[src/hdl/axi_wjoin_pkg.sv]
/*
 * axi write join package
 * widths, buffer depths, request and beat structs, controller states
 */
`default_nettype none

package axi_wjoin_pkg;

    // bus widths
    localparam int unsigned ID_W   = 4;
    localparam int unsigned ADDR_W = 32;
    localparam int unsigned DATA_W = 64;
    // one strobe bit per byte of a beat
    localparam int unsigned STRB_W = 8;
    // burst length field carries beats minus one
    localparam int unsigned LEN_W  = 4;

    // input buffer depths, powers of two
    localparam int unsigned AW_DEPTH = 4;
    localparam int unsigned W_DEPTH  = 8;

    // write address request as pushed by the source
    typedef struct packed {
        logic [ID_W-1:0]   id;
        logic [ADDR_W-1:0] addr;
        logic [LEN_W-1:0]  len;
    } aw_req_t;

    // write data beat as pushed by the source
    typedef struct packed {
        logic [DATA_W-1:0] data;
        logic [STRB_W-1:0] strb;
        logic              last;
    } w_beat_t;

    // joined beat toward downstream, address already resolved
    typedef struct packed {
        logic [ID_W-1:0]   id;
        logic [ADDR_W-1:0] addr;
        logic [DATA_W-1:0] data;
        logic [STRB_W-1:0] strb;
        logic              last;
    } out_beat_t;

    // burst controller states
    typedef enum logic [0:0] {
        IDLE,
        BURST
    } burst_state_e;

endpackage

`default_nettype wire
[src/hdl/axi_wjoin_top.sv]
/*
 * axi write join top
 * request and data buffers feeding a burst controller and output register
 */
`timescale 1ns/1ps
`default_nettype none

module axi_wjoin_top (
    input  logic                                clk_i,
    input  logic                                rst_ni,
    input  logic                                flush_i,
    // write address requests
    input  axi_wjoin_pkg::aw_req_t              aw_i,
    input  logic                                aw_push_i,
    output logic                                aw_full_o,
    // write data beats
    input  axi_wjoin_pkg::w_beat_t              w_i,
    input  logic                                w_push_i,
    output logic                                w_full_o,
    // joined beat stream
    input  logic                                stall_i,
    output axi_wjoin_pkg::out_beat_t            beat_o,
    output logic                                beat_valid_o,
    // completion and error
    output logic                                burst_done_o,
    output logic [axi_wjoin_pkg::ID_W-1:0]      done_id_o,
    output logic                                last_err_o
);

    // request buffer to controller
    axi_wjoin_pkg::aw_req_t   aw_head;
    logic                     aw_empty;
    logic                     aw_pop;
    // data buffer to controller
    axi_wjoin_pkg::w_beat_t   w_head;
    logic                     w_empty;
    logic                     w_pop;
    // controller to output register
    logic                     out_load;
    logic                     out_accept;
    axi_wjoin_pkg::out_beat_t out_beat;

    axi_fifo #(
        .dtype (axi_wjoin_pkg::aw_req_t),
        .DEPTH (axi_wjoin_pkg::AW_DEPTH)
    ) aw_fifo (
        .clk_i            (clk_i),
        .rst_ni           (rst_ni),
        .flush_i          (flush_i),
        .data_i           (aw_i),
        .push_i           (aw_push_i),
        .pop_i            (aw_pop),
        .data_o           (aw_head),
        .full_o           (aw_full_o),
        .empty_o          (aw_empty),
        .single_element_o ()
    );

    axi_fifo #(
        .dtype (axi_wjoin_pkg::w_beat_t),
        .DEPTH (axi_wjoin_pkg::W_DEPTH)
    ) w_fifo (
        .clk_i            (clk_i),
        .rst_ni           (rst_ni),
        .flush_i          (flush_i),
        .data_i           (w_i),
        .push_i           (w_push_i),
        .pop_i            (w_pop),
        .data_o           (w_head),
        .full_o           (w_full_o),
        .empty_o          (w_empty),
        .single_element_o ()
    );

    wjoin_burst_ctrl burst_ctrl (
        .clk_i      (clk_i),
        .rst_ni     (rst_ni),
        .flush_i    (flush_i),
        .aw_head_i  (aw_head),
        .aw_empty_i (aw_empty),
        .aw_pop_o   (aw_pop),
        .w_head_i   (w_head),
        .w_empty_i  (w_empty),
        .w_pop_o    (w_pop),
        .accept_i   (out_accept),
        .load_o     (out_load),
        .beat_o     (out_beat),
        .last_err_o (last_err_o)
    );

    wjoin_beat_out beat_out (
        .clk_i        (clk_i),
        .rst_ni       (rst_ni),
        .flush_i      (flush_i),
        .load_i       (out_load),
        .beat_i       (out_beat),
        .stall_i      (stall_i),
        .accept_o     (out_accept),
        .beat_o       (beat_o),
        .beat_valid_o (beat_valid_o),
        .burst_done_o (burst_done_o),
        .done_id_o    (done_id_o)
    );

endmodule

`default_nettype wire

[src/hdl/wjoin_beat_out.sv]
/*
 * output beat register
 * holds a beat under stall, tracks burst progress, flags completion
 */
`timescale 1ns/1ps
`default_nettype none

module wjoin_beat_out (
    input  logic                                clk_i,
    input  logic                                rst_ni,
    input  logic                                flush_i,
    input  logic                                load_i,
    input  axi_wjoin_pkg::out_beat_t            beat_i,
    input  logic                                stall_i,
    output logic                                accept_o,
    output axi_wjoin_pkg::out_beat_t            beat_o,
    output logic                                beat_valid_o,
    output logic                                burst_done_o,
    output logic [axi_wjoin_pkg::ID_W-1:0]      done_id_o
);

    axi_wjoin_pkg::out_beat_t               beat_q;
    logic                                   valid_q;
    // beat handed downstream this cycle
    logic                                   leave;
    // beats delivered so far in the current burst
    logic [axi_wjoin_pkg::LEN_W-1:0]        cnt_q;
    // address of the first delivered beat of the burst
    logic [axi_wjoin_pkg::ADDR_W-1:0]       base_q;
    logic [axi_wjoin_pkg::ADDR_W-1:0]       exp_addr;

    assign leave    = valid_q && !stall_i;
    // room when empty or draining now
    assign accept_o = !valid_q || !stall_i;

    assign beat_o       = beat_q;
    assign beat_valid_o = valid_q;
    assign burst_done_o = leave && beat_q.last;
    assign done_id_o    = beat_q.id;

    // where the current beat should land given its position
    always_comb begin
        exp_addr = '0;
        exp_addr[axi_wjoin_pkg::LEN_W-1:0] = cnt_q;
        exp_addr = base_q + (exp_addr << $clog2(axi_wjoin_pkg::STRB_W));
    end

    always_ff @(posedge clk_i or negedge rst_ni) begin
        if (!rst_ni) begin
            valid_q <= 1'b0;
            cnt_q   <= '0;
        end else if (flush_i) begin
            valid_q <= 1'b0;
            cnt_q   <= '0;
        end else begin
            // a load refills, otherwise a leaving beat empties
            if (load_i) begin
                valid_q <= 1'b1;
            end else if (leave) begin
                valid_q <= 1'b0;
            end
            if (leave) begin
                cnt_q <= beat_q.last ? '0 : cnt_q + 1'b1;
            end
        end
    end

    always_ff @(posedge clk_i) begin
        if (load_i) begin
            beat_q <= beat_i;
        end
        if (leave && cnt_q == '0) begin
            base_q <= beat_q.addr;
        end
    end

    // downstream sees a frozen beat while it stalls
    assert property (@(posedge clk_i) disable iff (!rst_ni)
        valid_q && stall_i && !flush_i |=> valid_q && $stable(beat_q))
        else $error("wjoin_beat_out: beat changed under stall");

    // controller addresses stay contiguous across a burst
    assert property (@(posedge clk_i) disable iff (!rst_ni)
        leave && cnt_q != '0 |-> beat_q.addr == exp_addr)
        else $error("wjoin_beat_out: beat address not incrementing");

endmodule

`default_nettype wire

[src/hdl/wjoin_burst_ctrl.sv]
/*
 * burst controller
 * pairs one write request with len+1 data beats and resolves beat addresses
 */
`timescale 1ns/1ps
`default_nettype none

module wjoin_burst_ctrl (
    input  logic                     clk_i,
    input  logic                     rst_ni,
    input  logic                     flush_i,
    // request buffer head
    input  axi_wjoin_pkg::aw_req_t   aw_head_i,
    input  logic                     aw_empty_i,
    output logic                     aw_pop_o,
    // data buffer head
    input  axi_wjoin_pkg::w_beat_t   w_head_i,
    input  logic                     w_empty_i,
    output logic                     w_pop_o,
    // output register handshake
    input  logic                     accept_i,
    output logic                     load_o,
    output axi_wjoin_pkg::out_beat_t beat_o,
    // source sent a last flag in the wrong place
    output logic                     last_err_o
);

    axi_wjoin_pkg::burst_state_e            state_q;
    // request being served
    axi_wjoin_pkg::aw_req_t                 req_q;
    // index of the next beat within the burst
    logic [axi_wjoin_pkg::LEN_W-1:0]        cnt_q;
    // beat index widened to address width
    logic [axi_wjoin_pkg::ADDR_W-1:0]       beat_idx;
    // final beat of the burst, from the count
    logic                                   last_calc;
    logic                                   last_err_q;

    assign last_calc = (cnt_q == req_q.len);

    // take a request whenever idle and one is waiting
    assign aw_pop_o = (state_q == axi_wjoin_pkg::IDLE) && !aw_empty_i;
    // move a beat when data is present and the output can take it
    assign load_o   = (state_q == axi_wjoin_pkg::BURST) && !w_empty_i && accept_i;
    assign w_pop_o  = load_o;

    assign last_err_o = last_err_q;

    // zero-extend count before scaling
    always_comb begin
        beat_idx = '0;
        beat_idx[axi_wjoin_pkg::LEN_W-1:0] = cnt_q;
    end

    // joined beat with address base plus bytes per beat times index
    always_comb begin
        beat_o.id   = req_q.id;
        beat_o.addr = req_q.addr + (beat_idx << $clog2(axi_wjoin_pkg::STRB_W));
        beat_o.data = w_head_i.data;
        beat_o.strb = w_head_i.strb;
        // source flag is only checked and never forwarded
        beat_o.last = last_calc;
    end

    always_ff @(posedge clk_i or negedge rst_ni) begin
        if (!rst_ni) begin
            state_q    <= axi_wjoin_pkg::IDLE;
            cnt_q      <= '0;
            last_err_q <= 1'b0;
        end else if (flush_i) begin
            state_q    <= axi_wjoin_pkg::IDLE;
            cnt_q      <= '0;
            last_err_q <= 1'b0;
        end else begin
            // one pulse per offending beat
            last_err_q <= load_o && (w_head_i.last != last_calc);
            case (state_q)
                axi_wjoin_pkg::IDLE: begin
                    if (aw_pop_o) begin
                        state_q <= axi_wjoin_pkg::BURST;
                        cnt_q   <= '0;
                    end
                end
                axi_wjoin_pkg::BURST: begin
                    if (load_o) begin
                        cnt_q <= cnt_q + 1'b1;
                        if (last_calc) begin
                            state_q <= axi_wjoin_pkg::IDLE;
                        end
                    end
                end
                default: state_q <= axi_wjoin_pkg::IDLE;
            endcase
        end
    end

    // latch the request as it leaves the buffer
    always_ff @(posedge clk_i) begin
        if (aw_pop_o) begin
            req_q <= aw_head_i;
        end
    end

    // beat count never runs past the burst length
    assert property (@(posedge clk_i) disable iff (!rst_ni)
        state_q == axi_wjoin_pkg::BURST |-> cnt_q <= req_q.len)
        else $error("wjoin_burst_ctrl: beat count beyond burst length");

endmodule

`default_nettype wire

[src/hdl/axi_fifo.sv]
/*
 * generic fall-through FIFO
 * circular buffer with occupancy count, flush and status flags
 */
`timescale 1ns/1ps
`default_nettype none

module axi_fifo #(
    parameter type         dtype = logic [63:0],
    parameter int unsigned DEPTH = 4
) (
    input  logic clk_i,
    input  logic rst_ni,
    input  logic flush_i,
    // write side, ignored while full
    input  dtype data_i,
    input  logic push_i,
    // read side, head shown without a clock
    input  logic pop_i,
    output dtype data_o,
    // status
    output logic full_o,
    output logic empty_o,
    output logic single_element_o
);

    // pointers wrap naturally since depth is a power of two
    logic [$clog2(DEPTH)-1:0] rd_ptr_q;
    logic [$clog2(DEPTH)-1:0] wr_ptr_q;
    // one extra bit so a full buffer is representable
    logic [$clog2(DEPTH):0]   cnt_q;
    // storage
    dtype                     mem_q [DEPTH];
    // qualified strobes
    logic                     do_push;
    logic                     do_pop;

    assign do_push = push_i && !full_o;
    assign do_pop  = pop_i && !empty_o;

    assign full_o           = (cnt_q == DEPTH[$clog2(DEPTH):0]);
    assign empty_o          = (cnt_q == '0);
    assign single_element_o = (cnt_q == {{$clog2(DEPTH){1'b0}}, 1'b1});

    // head of queue, valid only when not empty
    assign data_o = mem_q[rd_ptr_q];

    // pointer and count update
    always_ff @(posedge clk_i or negedge rst_ni) begin
        if (!rst_ni) begin
            rd_ptr_q <= '0;
            wr_ptr_q <= '0;
            cnt_q    <= '0;
        end else if (flush_i) begin
            // drop everything at once
            rd_ptr_q <= '0;
            wr_ptr_q <= '0;
            cnt_q    <= '0;
        end else begin
            if (do_push) begin
                wr_ptr_q <= wr_ptr_q + 1'b1;
            end
            if (do_pop) begin
                rd_ptr_q <= rd_ptr_q + 1'b1;
            end
            // simultaneous push and pop leave the count alone
            if (do_push && !do_pop) begin
                cnt_q <= cnt_q + 1'b1;
            end else if (do_pop && !do_push) begin
                cnt_q <= cnt_q - 1'b1;
            end
        end
    end

    // storage write
    always_ff @(posedge clk_i) begin
        if (do_push) begin
            mem_q[wr_ptr_q] <= data_i;
        end
    end

    initial begin
        assert (DEPTH == 2 ** $clog2(DEPTH))
            else $fatal(1, "axi_fifo: DEPTH must be a power of two");
    end

    // source must watch full_o
    assert property (@(posedge clk_i) disable iff (!rst_ni)
        push_i |-> !full_o)
        else $error("axi_fifo: push while full, element dropped");

    // sink must watch empty_o
    assert property (@(posedge clk_i) disable iff (!rst_ni)
        pop_i |-> !empty_o)
        else $error("axi_fifo: pop while empty");

endmodule

`default_nettype wire

[config.mk]
export PLATFORM = sky130hd
export DESIGN_NAME = axi_wjoin_top
export DESIGN_NICKNAME = d
export VERILOG_FILES = /design/src/hdl/axi_wjoin_pkg.sv /design/src/hdl/axi_wjoin_top.sv /design/src/hdl/wjoin_beat_out.sv /design/src/hdl/wjoin_burst_ctrl.sv /design/src/hdl/axi_fifo.sv
export SDC_FILE = /design/constraint.sdc
export NUM_CORES = 1
export LEC_CHECK = 0
export BUFFER_PORTS_ARGS = -buffer_cell sky130_fd_sc_hd__buf_2
export CAP_MARGIN = 0
export CORE_ASPECT_RATIO = 1.4
export CORE_UTILIZATION = 55
export CTS_CLUSTER_DIAMETER = 80
export DETAILED_ROUTE_END_ITERATION = 12
export MAX_ROUTING_LAYER = met4
export PLACE_DENSITY = 0.74
export SLEW_MARGIN = 30
export SYNTH_ARGS = -nofsm -noshare
export SYNTH_HDL_FRONTEND = slang
export SYNTH_SLANG_ARGS = --single-unit
[constraint.sdc]
create_clock -name clk_i -period 8.45 [get_ports clk_i]
set_input_delay 0.845 -clock clk_i [delete_from_list [all_inputs] [get_ports clk_i]]
set_output_delay 0.845 -clock clk_i [all_outputs]
set_load 0.02 [all_outputs]
==> metrics.txt, run 1 <==
# TYPE chip_impl_metric gauge
chip_impl_metric{name="timing_worst_slew_pin_value",unit="ns"} 0.967
chip_impl_info{name="timing.critical_path.to_type",value="flop"} 1
chip_impl_info{name="netlist.top_cell.by_area",value="sky130_fd_sc_hd__edfxtp_1"} 1
chip_impl_metric{name="cts.sinks",unit=""} 917
chip_impl_metric{name="final_antenna_net_count",unit=""} 0
chip_impl_metric{name="seqCellArea",unit="sq mm"} 0.0274
chip_impl_metric{name="setup_tns",unit="ns"} 0
chip_impl_metric{name="die-width",unit="um"} 213
chip_impl_metric{name="grt_start_max_net_pins",unit=""} 101
chip_impl_metric{name="netlist_instances",unit=""} 1451
chip_impl_metric{name="fin_hold_ws",unit="ns"} 0.228
chip_impl_info{name="tritoncts",value="done"} 1
chip_impl_metric{name="cts_hold_buffers",unit=""} 0
chip_impl_info{name="synth.cells.most_frequent",value="sky130_fd_sc_hd__edfxtp_1, sky130_fd_sc_hd__mux4_2, sky130_fd_sc_hd__mux2_2, sky130_fd_sc_hd__clkbuf_1, sky130_fd_sc_hd__xnor2_1"} 1
chip_impl_metric{name="hold_violations",unit=""} 0
chip_impl_info{name="cp-start-kind",value="flop"} 1
chip_impl_metric{name="synth_nets",unit=""} 1586
chip_impl_metric{name="synth.yosys.seq_area_share",unit=""} 0.801
chip_impl_info{name="dominantRegCellSynth",value="sky130_fd_sc_hd__edfxtp_1"} 1
chip_impl_metric{name="max_cap_viol_count",unit=""} 0
chip_impl_metric{name="multi_input_comb_area",unit="sq mm"} 0.00658
chip_impl_metric{name="cts_buffer_depth",unit=""} 3
chip_impl_metric{name="crit_fanout",unit=""} 53
chip_impl_metric{name="ports_placed_on_the_boundary",unit=""} 237
chip_impl_metric{name="remaining_drc_errors",unit=""} 0
chip_impl_metric{name="ys_ff_latch",unit=""} 917
chip_impl_info{name="worstSetupPathType",value="reg2reg"} 1
chip_impl_metric{name="irDropWorstVdd",unit="V"} 0.000279
chip_impl_info{name="run_status",value="finished clean"} 1
chip_impl_metric{name="arrival",unit="ns"} 3.51
chip_impl_metric{name="gr-total-overflow",unit=""} 0
chip_impl_metric{name="dp_hpwl",unit="um"} 36400
chip_impl_metric{name="n_fill_cell",unit=""} 4000
chip_impl_info{name="leading_cell_type_by_number_of_instances_after_synthesis",value="sky130_fd_sc_hd__edfxtp_1"} 1
chip_impl_metric{name="die_area",unit="sq mm"} 0.0633
chip_impl_metric{name="die_height",unit="um"} 297
chip_impl_metric{name="cts.clk_slew.worst_paths",unit="ns"} 0.06
chip_impl_metric{name="layout-drive-gt1-share",unit=""} 0.370
chip_impl_metric{name="synth_warn",unit=""} 0
chip_impl_metric{name="grt.total_usage",unit=""} 0.218
chip_impl_metric{name="insertion_delay",unit="ns"} 0.63
chip_impl_metric{name="post-route-min-period",unit="ns"} 3.26
chip_impl_metric{name="core-area",unit="sq mm"} 0.0612
chip_impl_metric{name="wl_per_cell",unit="um"} 24.4
chip_impl_metric{name="rows",unit=""} 107
chip_impl_metric{name="finalSetupViolations",unit=""} 0
chip_impl_metric{name="synth_cell_types",unit=""} 52
chip_impl_metric{name="wirelength",unit="um"} 64300
chip_impl_metric{name="worst-endpoint-required",unit="ns"} 8.69
chip_impl_metric{name="fmax",unit="MHz"} 306
chip_impl_metric{name="dpl_cell_area",unit="sq mm"} 0.0365
chip_impl_metric{name="design_area",unit="sq mm"} 0.0392
chip_impl_metric{name="power.leakage",unit="nW"} 12.7
chip_impl_metric{name="dr.pass1.iters",unit=""} 5
chip_impl_metric{name="m1_wire_length",unit="um"} 24300
chip_impl_metric{name="area_growth_syn_to_layout",unit="%"} 14.4
chip_impl_metric{name="grt_pass1_wl",unit="um"} 98400
chip_impl_metric{name="yosysTopAreaCellShare",unit=""} 0.783
chip_impl_metric{name="layout_worst_path_cycle_share",unit=""} 0.386
chip_impl_metric{name="nets",unit=""} 1872
chip_impl_metric{name="place_congestion",unit=""} 0.775
chip_impl_metric{name="tritoncts.num_buffers",unit=""} 82
chip_impl_info{name="ys_top_cells_by_area",value="sky130_fd_sc_hd__edfxtp_1, sky130_fd_sc_hd__mux4_2, sky130_fd_sc_hd__mux2_2"} 1
chip_impl_metric{name="finalPower",unit="mW"} 11.9
chip_impl_metric{name="wl_met3",unit="um"} 4680
chip_impl_info{name="rsz0062_at_grt",value="no"} 1
chip_impl_metric{name="max-slew-margin-rel",unit=""} 0.355
chip_impl_metric{name="first_iter_violations",unit=""} 1134
chip_impl_metric{name="final_core_utilization",unit=""} 0.640
chip_impl_metric{name="cts_htree_levels",unit=""} 3
chip_impl_metric{name="synth_edf_count",unit=""} 893
chip_impl_metric{name="post_cts.resized_instances",unit=""} 0
chip_impl_metric{name="met2_wirelength",unit="um"} 34000
chip_impl_metric{name="vias_in_the_first_global_route",unit=""} 16500
chip_impl_metric{name="power.density",unit="mW/mm^2"} 304
chip_impl_metric{name="syn-cell-area",unit="sq mm"} 0.0342
chip_impl_metric{name="syn-mean-instance-area",unit="sq um"} 23.6
chip_impl_metric{name="vias_per_cell",unit=""} 5.79
chip_impl_metric{name="initial_antenna_violation_count",unit=""} 16
chip_impl_info{name="hp-class",value="in2async"} 1
chip_impl_metric{name="detailroute.via_count",unit=""} 15300
chip_impl_info{name="highest-signal-layer",value="met4"} 1
chip_impl_metric{name="fraction_of_registers_with_async_set_reset",unit=""} 0.0262
chip_impl_metric{name="floorplan.initialDensity",unit=""} 0.560
chip_impl_metric{name="portBuffers",unit=""} 236
chip_impl_metric{name="fin_worst_skew",unit="ns"} 0.0172
chip_impl_metric{name="fin_max_slew_vios",unit=""} 0
chip_impl_info{name="clock-root-buffer",value="sky130_fd_sc_hd__clkbuf_16"} 1
chip_impl_metric{name="post_cts.repair.setup_buffers",unit=""} 0
[cell families after synthesis]
logic type                 after synthesis  share of synthesized area
AOI/OAI and AO/OA                       32                    0.00764
xor gates and xnor gates                41                     0.0105
adders and majority gates               16                    0.00651
buffers and inverters                   75                    0.00943
DFF                                    917                      0.801
muxes                                  265                      0.148
and+or+nand+nor                        105                     0.0170
[state kept, by name (all words and copies together) (netlist names), 4 cells and up]
register,count
aw_fifo.mem_q,160
beat_out.beat_o,105
beat_out.done_id_o,4
burst_ctrl.beat_o,4
burst_ctrl.cnt_q,4
burst_ctrl.req_q,36
w_fifo.cnt_q,4
w_fifo.mem_q,584
[path summary, 6_finish.rpt]
| check | to | cells past startpoint | start | slack (ns) |
|---|---|---|---|---|
| min | burst_ctrl.state_q$_DFF_PN0_ | 1 | rst_ni | 0.23 |
| max in group asynchronous | w_fifo.rd_ptr_q[2]$_DFFE_PN0P_ | 1 | rst_ni | 7.78 |
| max | w_fifo.mem_q[2][36]$_DFFE_PP_ | 5 | w_fifo.cnt_q[0]$_DFFE_PN0P_ | 5.19 |
| min in group clk_i | beat_out.done_id_o[1]$_DFFE_PP_ | 0 | burst_ctrl.beat_o[106]$_DFFE_PP_ | 0.42 |
| min reg2reg | beat_out.done_id_o[1]$_DFFE_PP_ | 0 | burst_ctrl.beat_o[106]$_DFFE_PP_ | 0.42 |
| max reg2reg | w_fifo.mem_q[2][36]$_DFFE_PP_ | 5 | w_fifo.cnt_q[0]$_DFFE_PN0P_ | 5.19 |
[metal layers]
metal / vias to the layer above / track usage
met5: - / -
met4: 0 / 0.0701
met3: 84 / 0.0544
met2: 442 / 0.364
met1: 8077 / 0.260
li1: 6667 / -
[metrics by stage]
step | setup slack [ns] | cells
after global routing | 4.98 | 2638
after detailed placement | 4.73 | 2470
after CTS | 5.12 | 2622
final | 5.19 | 2639
after floorplan | 1.57 | 1451
after global placement | 4.74 | 2467
[critical path, stage by stage (launching register included)]
cell	delay [ns]
sky130_fd_sc_hd__dfrtp_1	0.48
sky130_fd_sc_hd__or4b_1	0.36
sky130_fd_sc_hd__inv_1	0.10
sky130_fd_sc_hd__or3_1	0.49
sky130_fd_sc_hd__nor2_4	0.58
sky130_fd_sc_hd__buf_4	0.82
[layout by cell type, fill, tap and decap left out, types with 4 or more instances in the layout]
cell type                    count
sky130_fd_sc_hd__a21oi_1         7
sky130_fd_sc_hd__and2_2          4
sky130_fd_sc_hd__and3_1          6
sky130_fd_sc_hd__buf_2         236
sky130_fd_sc_hd__buf_4          21
sky130_fd_sc_hd__bufinv_16       5
sky130_fd_sc_hd__clkbuf_1       15
sky130_fd_sc_hd__clkbuf_16      83
sky130_fd_sc_hd__clkinv_1       19
sky130_fd_sc_hd__clkinv_2       14
sky130_fd_sc_hd__clkinvlp_4      5
sky130_fd_sc_hd__dfrtp_1        20
sky130_fd_sc_hd__diode_2        17
sky130_fd_sc_hd__edfxtp_1      893
sky130_fd_sc_hd__ha_1           13
sky130_fd_sc_hd__inv_1          13
sky130_fd_sc_hd__inv_6           6
sky130_fd_sc_hd__mux2_2         74
sky130_fd_sc_hd__mux2i_1         5
sky130_fd_sc_hd__mux4_2        186
sky130_fd_sc_hd__nand2_1        12
sky130_fd_sc_hd__nand3_1        15
sky130_fd_sc_hd__nand4_1         9
sky130_fd_sc_hd__nor2_1         14
sky130_fd_sc_hd__nor2_4          8
sky130_fd_sc_hd__nor3_1          9
sky130_fd_sc_hd__nor3b_1         4
sky130_fd_sc_hd__o21ai_0         7
sky130_fd_sc_hd__xnor2_1        29
sky130_fd_sc_hd__xor2_1         12
[layout make-up]
class | count | share of cell area
Antenna cell | 17 | 0.00109
Clock buffer | 98 | 0.0545
Clock inverter | 54 | 0.0118
Inverter | 13 | 0.00125
Multi-Input combinational cell | 459 | 0.168
Sequential cell | 917 | 0.700
Tap cell | 817 | 0.0261
Timing Repair Buffer | 264 | 0.0373
[report_power, final]
| part | switching [mW] | total (mW) | leakage, nW | internal (mW) |
|---|---|---|---|---|
| clock network | 1.60 | 3.58 | 1.26 | 1.98 |
| registers | 0.280 | 6.01 | 8.48 | 5.73 |
| logic | 1.29 | 2.32 | 2.94 | 1.04 |
| total | 3.17 | 11.9 | 12.7 | 8.74 |
No activity file was read; power rests on OpenSTA's default activity.
==> run 2, diff against run 1 <==
==> constraint.sdc (replaced) <==
create_clock -name clk_i -period 3.1 [get_ports clk_i]
set_input_delay 0.31 -clock clk_i [delete_from_list [all_inputs] [get_ports clk_i]]
set_output_delay 0.31 -clock clk_i [all_outputs]
set_load 0.02 [all_outputs]
==> run 2 against run 1 <==
  * Global-route usage grew 0.77 points
  * Critical endpoint is now w_fifo.cnt_q[3]$_DFFE_PN0P_
  * Die area is the same
  * Largest power group unchanged
  * Worst hold slack lost 0.046 ns
  * Highest routed layer unchanged
  * Total power grew to 2.8 times the previous value
  * Core utilization grew 2.4 points
  * Clock power grew to 2.8 times the previous value
==> metrics.txt, run 2 (synthesis gave the netlist of run 1 again) <==
# TYPE chip_impl_metric gauge
chip_impl_metric{name="setup_slack",unit="ns"} 0.289
chip_impl_metric{name="rows",unit=""} 107
chip_impl_metric{name="fin_worst_skew",unit="ns"} 0.0149
chip_impl_metric{name="post_cts.repair.setup_buffers",unit=""} 0
chip_impl_metric{name="detailroute.via_count",unit=""} 15800
chip_impl_metric{name="cts_hold_buffers",unit=""} 116
chip_impl_info{name="mostFrequentLayoutCells",value="sky130_fd_sc_hd__edfxtp_1, sky130_fd_sc_hd__buf_2, sky130_fd_sc_hd__mux4_2"} 1
chip_impl_metric{name="irDropWorstVdd",unit="V"} 0.000621
chip_impl_metric{name="place_congestion",unit=""} 0.804
chip_impl_metric{name="final_antenna_net_count",unit=""} 0
chip_impl_metric{name="p_seq_frac",unit=""} 0.492
chip_impl_metric{name="area_growth_syn_to_layout",unit="%"} 18.8
chip_impl_metric{name="switching_share",unit=""} 0.263
chip_impl_metric{name="floorplan.initialDensity",unit=""} 0.560
chip_impl_info{name="mostFrequentLayoutCell",value="sky130_fd_sc_hd__edfxtp_1"} 1
chip_impl_metric{name="worst-endpoint-required",unit="ns"} 3.61
chip_impl_metric{name="net-switching-power",unit="mW"} 8.70
chip_impl_info{name="timing.critical_path.to_type",value="flop"} 1
chip_impl_metric{name="arrival",unit="ns"} 3.32
chip_impl_metric{name="power.leakage",unit="nW"} 13.3
chip_impl_metric{name="post-route-min-period",unit="ns"} 2.81
chip_impl_metric{name="design_area",unit="sq mm"} 0.0407
chip_impl_metric{name="fin_max_slew_vios",unit=""} 0
chip_impl_metric{name="pwr-share-comb",unit=""} 0.204
chip_impl_info{name="crit_path_top_delay_cell",value="sky130_fd_sc_hd__or4b_1"} 1
chip_impl_info{name="clock-root-buffer",value="sky130_fd_sc_hd__clkbuf_16"} 1
chip_impl_metric{name="ports_placed_on_the_boundary",unit=""} 237
chip_impl_metric{name="tritoncts.num_buffers",unit=""} 83
chip_impl_metric{name="nets",unit=""} 2000
chip_impl_info{name="worstSetupPathType",value="reg2reg"} 1
chip_impl_metric{name="cts_buffer_depth",unit=""} 3
chip_impl_metric{name="vias_in_the_first_global_route",unit=""} 17400
chip_impl_metric{name="finalSetupViolations",unit=""} 0
chip_impl_metric{name="detailedPlace.worstSlack",unit="ns"} 0.340
chip_impl_metric{name="first_iter_violations",unit=""} 1201
chip_impl_metric{name="power_share_of_the_clock_group",unit=""} 0.303
chip_impl_metric{name="hold_violations",unit=""} 0
chip_impl_metric{name="max_cap_viol_count",unit=""} 0
chip_impl_info{name="tritoncts",value="done"} 1
chip_impl_metric{name="portBuffers",unit=""} 236
chip_impl_metric{name="initial_antenna_violation_count",unit=""} 10
chip_impl_metric{name="post_cts.resized_instances",unit=""} 0
chip_impl_info{name="largest_register",value="w_fifo.mem_q"} 1
chip_impl_metric{name="gr-total-overflow",unit=""} 0
chip_impl_metric{name="die_height",unit="um"} 297
chip_impl_info{name="cp-start-kind",value="flop"} 1
chip_impl_metric{name="max-slew-margin-rel",unit=""} 0.515
chip_impl_metric{name="fin_hold_ws",unit="ns"} 0.183
chip_impl_info{name="hp-class",value="in2reg"} 1
chip_impl_metric{name="wl_per_cell",unit="um"} 24.3
chip_impl_metric{name="core-area",unit="sq mm"} 0.0612
chip_impl_metric{name="critPathMaxStageDelay",unit="ns"} 0.76
chip_impl_metric{name="wirelength",unit="um"} 67100
chip_impl_metric{name="p_int",unit="mW"} 24.4
chip_impl_metric{name="n_fill_cell",unit=""} 3857
chip_impl_metric{name="die_area",unit="sq mm"} 0.0633
chip_impl_metric{name="dr.pass1.iters",unit=""} 5
chip_impl_metric{name="remaining_drc_errors",unit=""} 0
chip_impl_info{name="path_cells",value="or4b_1 -> o211ai_2 -> ha_1 -> a21o_1 -> a2111oi_0 -> mux2i_1 -> o311ai_1"} 1
chip_impl_metric{name="layout_worst_path_cycle_share",unit=""} 0.907
chip_impl_metric{name="largest_register_ffs",unit=""} 584
chip_impl_metric{name="grt_pass1_wl",unit="um"} 102000
chip_impl_metric{name="grt.total_usage",unit=""} 0.226
chip_impl_metric{name="cts_htree_levels",unit=""} 3
chip_impl_metric{name="insertion_delay",unit="ns"} 0.62
chip_impl_metric{name="cts.sinks",unit=""} 917
chip_impl_info{name="run_status",value="finished clean"} 1
chip_impl_metric{name="power.density",unit="mW/mm^2"} 814
chip_impl_metric{name="fmax",unit="MHz"} 356
chip_impl_metric{name="cts.clk_slew.worst_paths",unit="ns"} 0.06
chip_impl_info{name="rsz0062_at_grt",value="no"} 1
chip_impl_metric{name="timing_worst_slew_pin_value",unit="ns"} 0.728
chip_impl_metric{name="grt_start_max_net_pins",unit=""} 74
chip_impl_metric{name="dp_hpwl",unit="um"} 37000
chip_impl_metric{name="crit_fanout",unit=""} 7
chip_impl_metric{name="die-width",unit="um"} 213
chip_impl_metric{name="vias_per_cell",unit=""} 5.72
chip_impl_metric{name="dpl_cell_area",unit="sq mm"} 0.0368
chip_impl_metric{name="layout-drive-gt1-share",unit=""} 0.352
## run 2: critical path: cells and delay by family, from the launching register on
kind	cells	cell delay, ns
AND/OR/NAND/NOR	1	0.76
flip-flops	1	0.47
multiplexers	1	0.14
AO/OA/AOI/OAI	4	1.02
adder cells (fa/ha/maj)	1	0.30
## run 2: final timing paths
| path | to | start | cells past startpoint | slack (ns) |
|---|---|---|---|---|
| max reg2reg | w_fifo.cnt_q[3]$_DFFE_PN0P_ | w_fifo.cnt_q[1]$_DFFE_PN0P_ | 7 | 0.29 |
| min reg2reg | beat_out.beat_o[75]$_DFFE_PP_ | burst_ctrl.req_q[6]$_DFFE_PP_ | 0 | 0.42 |
| max | w_fifo.cnt_q[3]$_DFFE_PN0P_ | w_fifo.cnt_q[1]$_DFFE_PN0P_ | 7 | 0.29 |
| max in group asynchronous | w_fifo.rd_ptr_q[2]$_DFFE_PN0P_ | rst_ni | 2 | 2.42 |
| min in group asynchronous | aw_fifo.cnt_q[2]$_DFFE_PN0P_ | rst_ni | 2 | 0.24 |
| min | aw_fifo.rd_ptr_q[0]$_DFFE_PN0P_ | flush_i | 2 | 0.18 |
## run 2: per-stage QoR
step,instances,util,power [mW],setup TNS [ns]
global route,2757,0.665,34.4,0
floorplan,1451,-,21.1,-160.94
CTS,2743,0.664,33.4,0
finish,2758,0.665,33.1,0
detailed placement,2481,0.602,23.3,0
global placement,2481,0.602,23.1,0
## run 2: final cells by class
type / instances / area (sq um) / area share
diodes: 15 / 37.5 / 0.000923
clock buffers: 105 / 2210 / 0.0544
clock inverters: 41 / 424 / 0.0104
inverters: 13 / 53.8 / 0.00132
multi-input cells: 459 / 6590 / 0.162
flip-flops and latches: 917 / 27400 / 0.674
well taps: 817 / 1020 / 0.0251
repair buffers: 391 / 2900 / 0.0713
## run 2: routing by layer
layer,global-route usage,up-vias,part of all wire
li1,-,6927,-
met4,0.0620,0,0.018
met3,0.0529,96,0.064
met5,-,-,0
met2,0.385,430,0.53
met1,0.268,8335,0.38
## run 2: power by group through the flow
stage | Sequential (mW) | Clock, mW | Combinational (mW)
detailed placement | 16.5 | 0 | 6.75
global route | 16.4 | 10.6 | 7.31
global placement | 16.5 | 0 | 6.61
floorplan | 17.0 | 0 | 4.13
finish | 16.3 | 10.0 | 6.76
CTS | 16.3 | 10.2 | 6.91
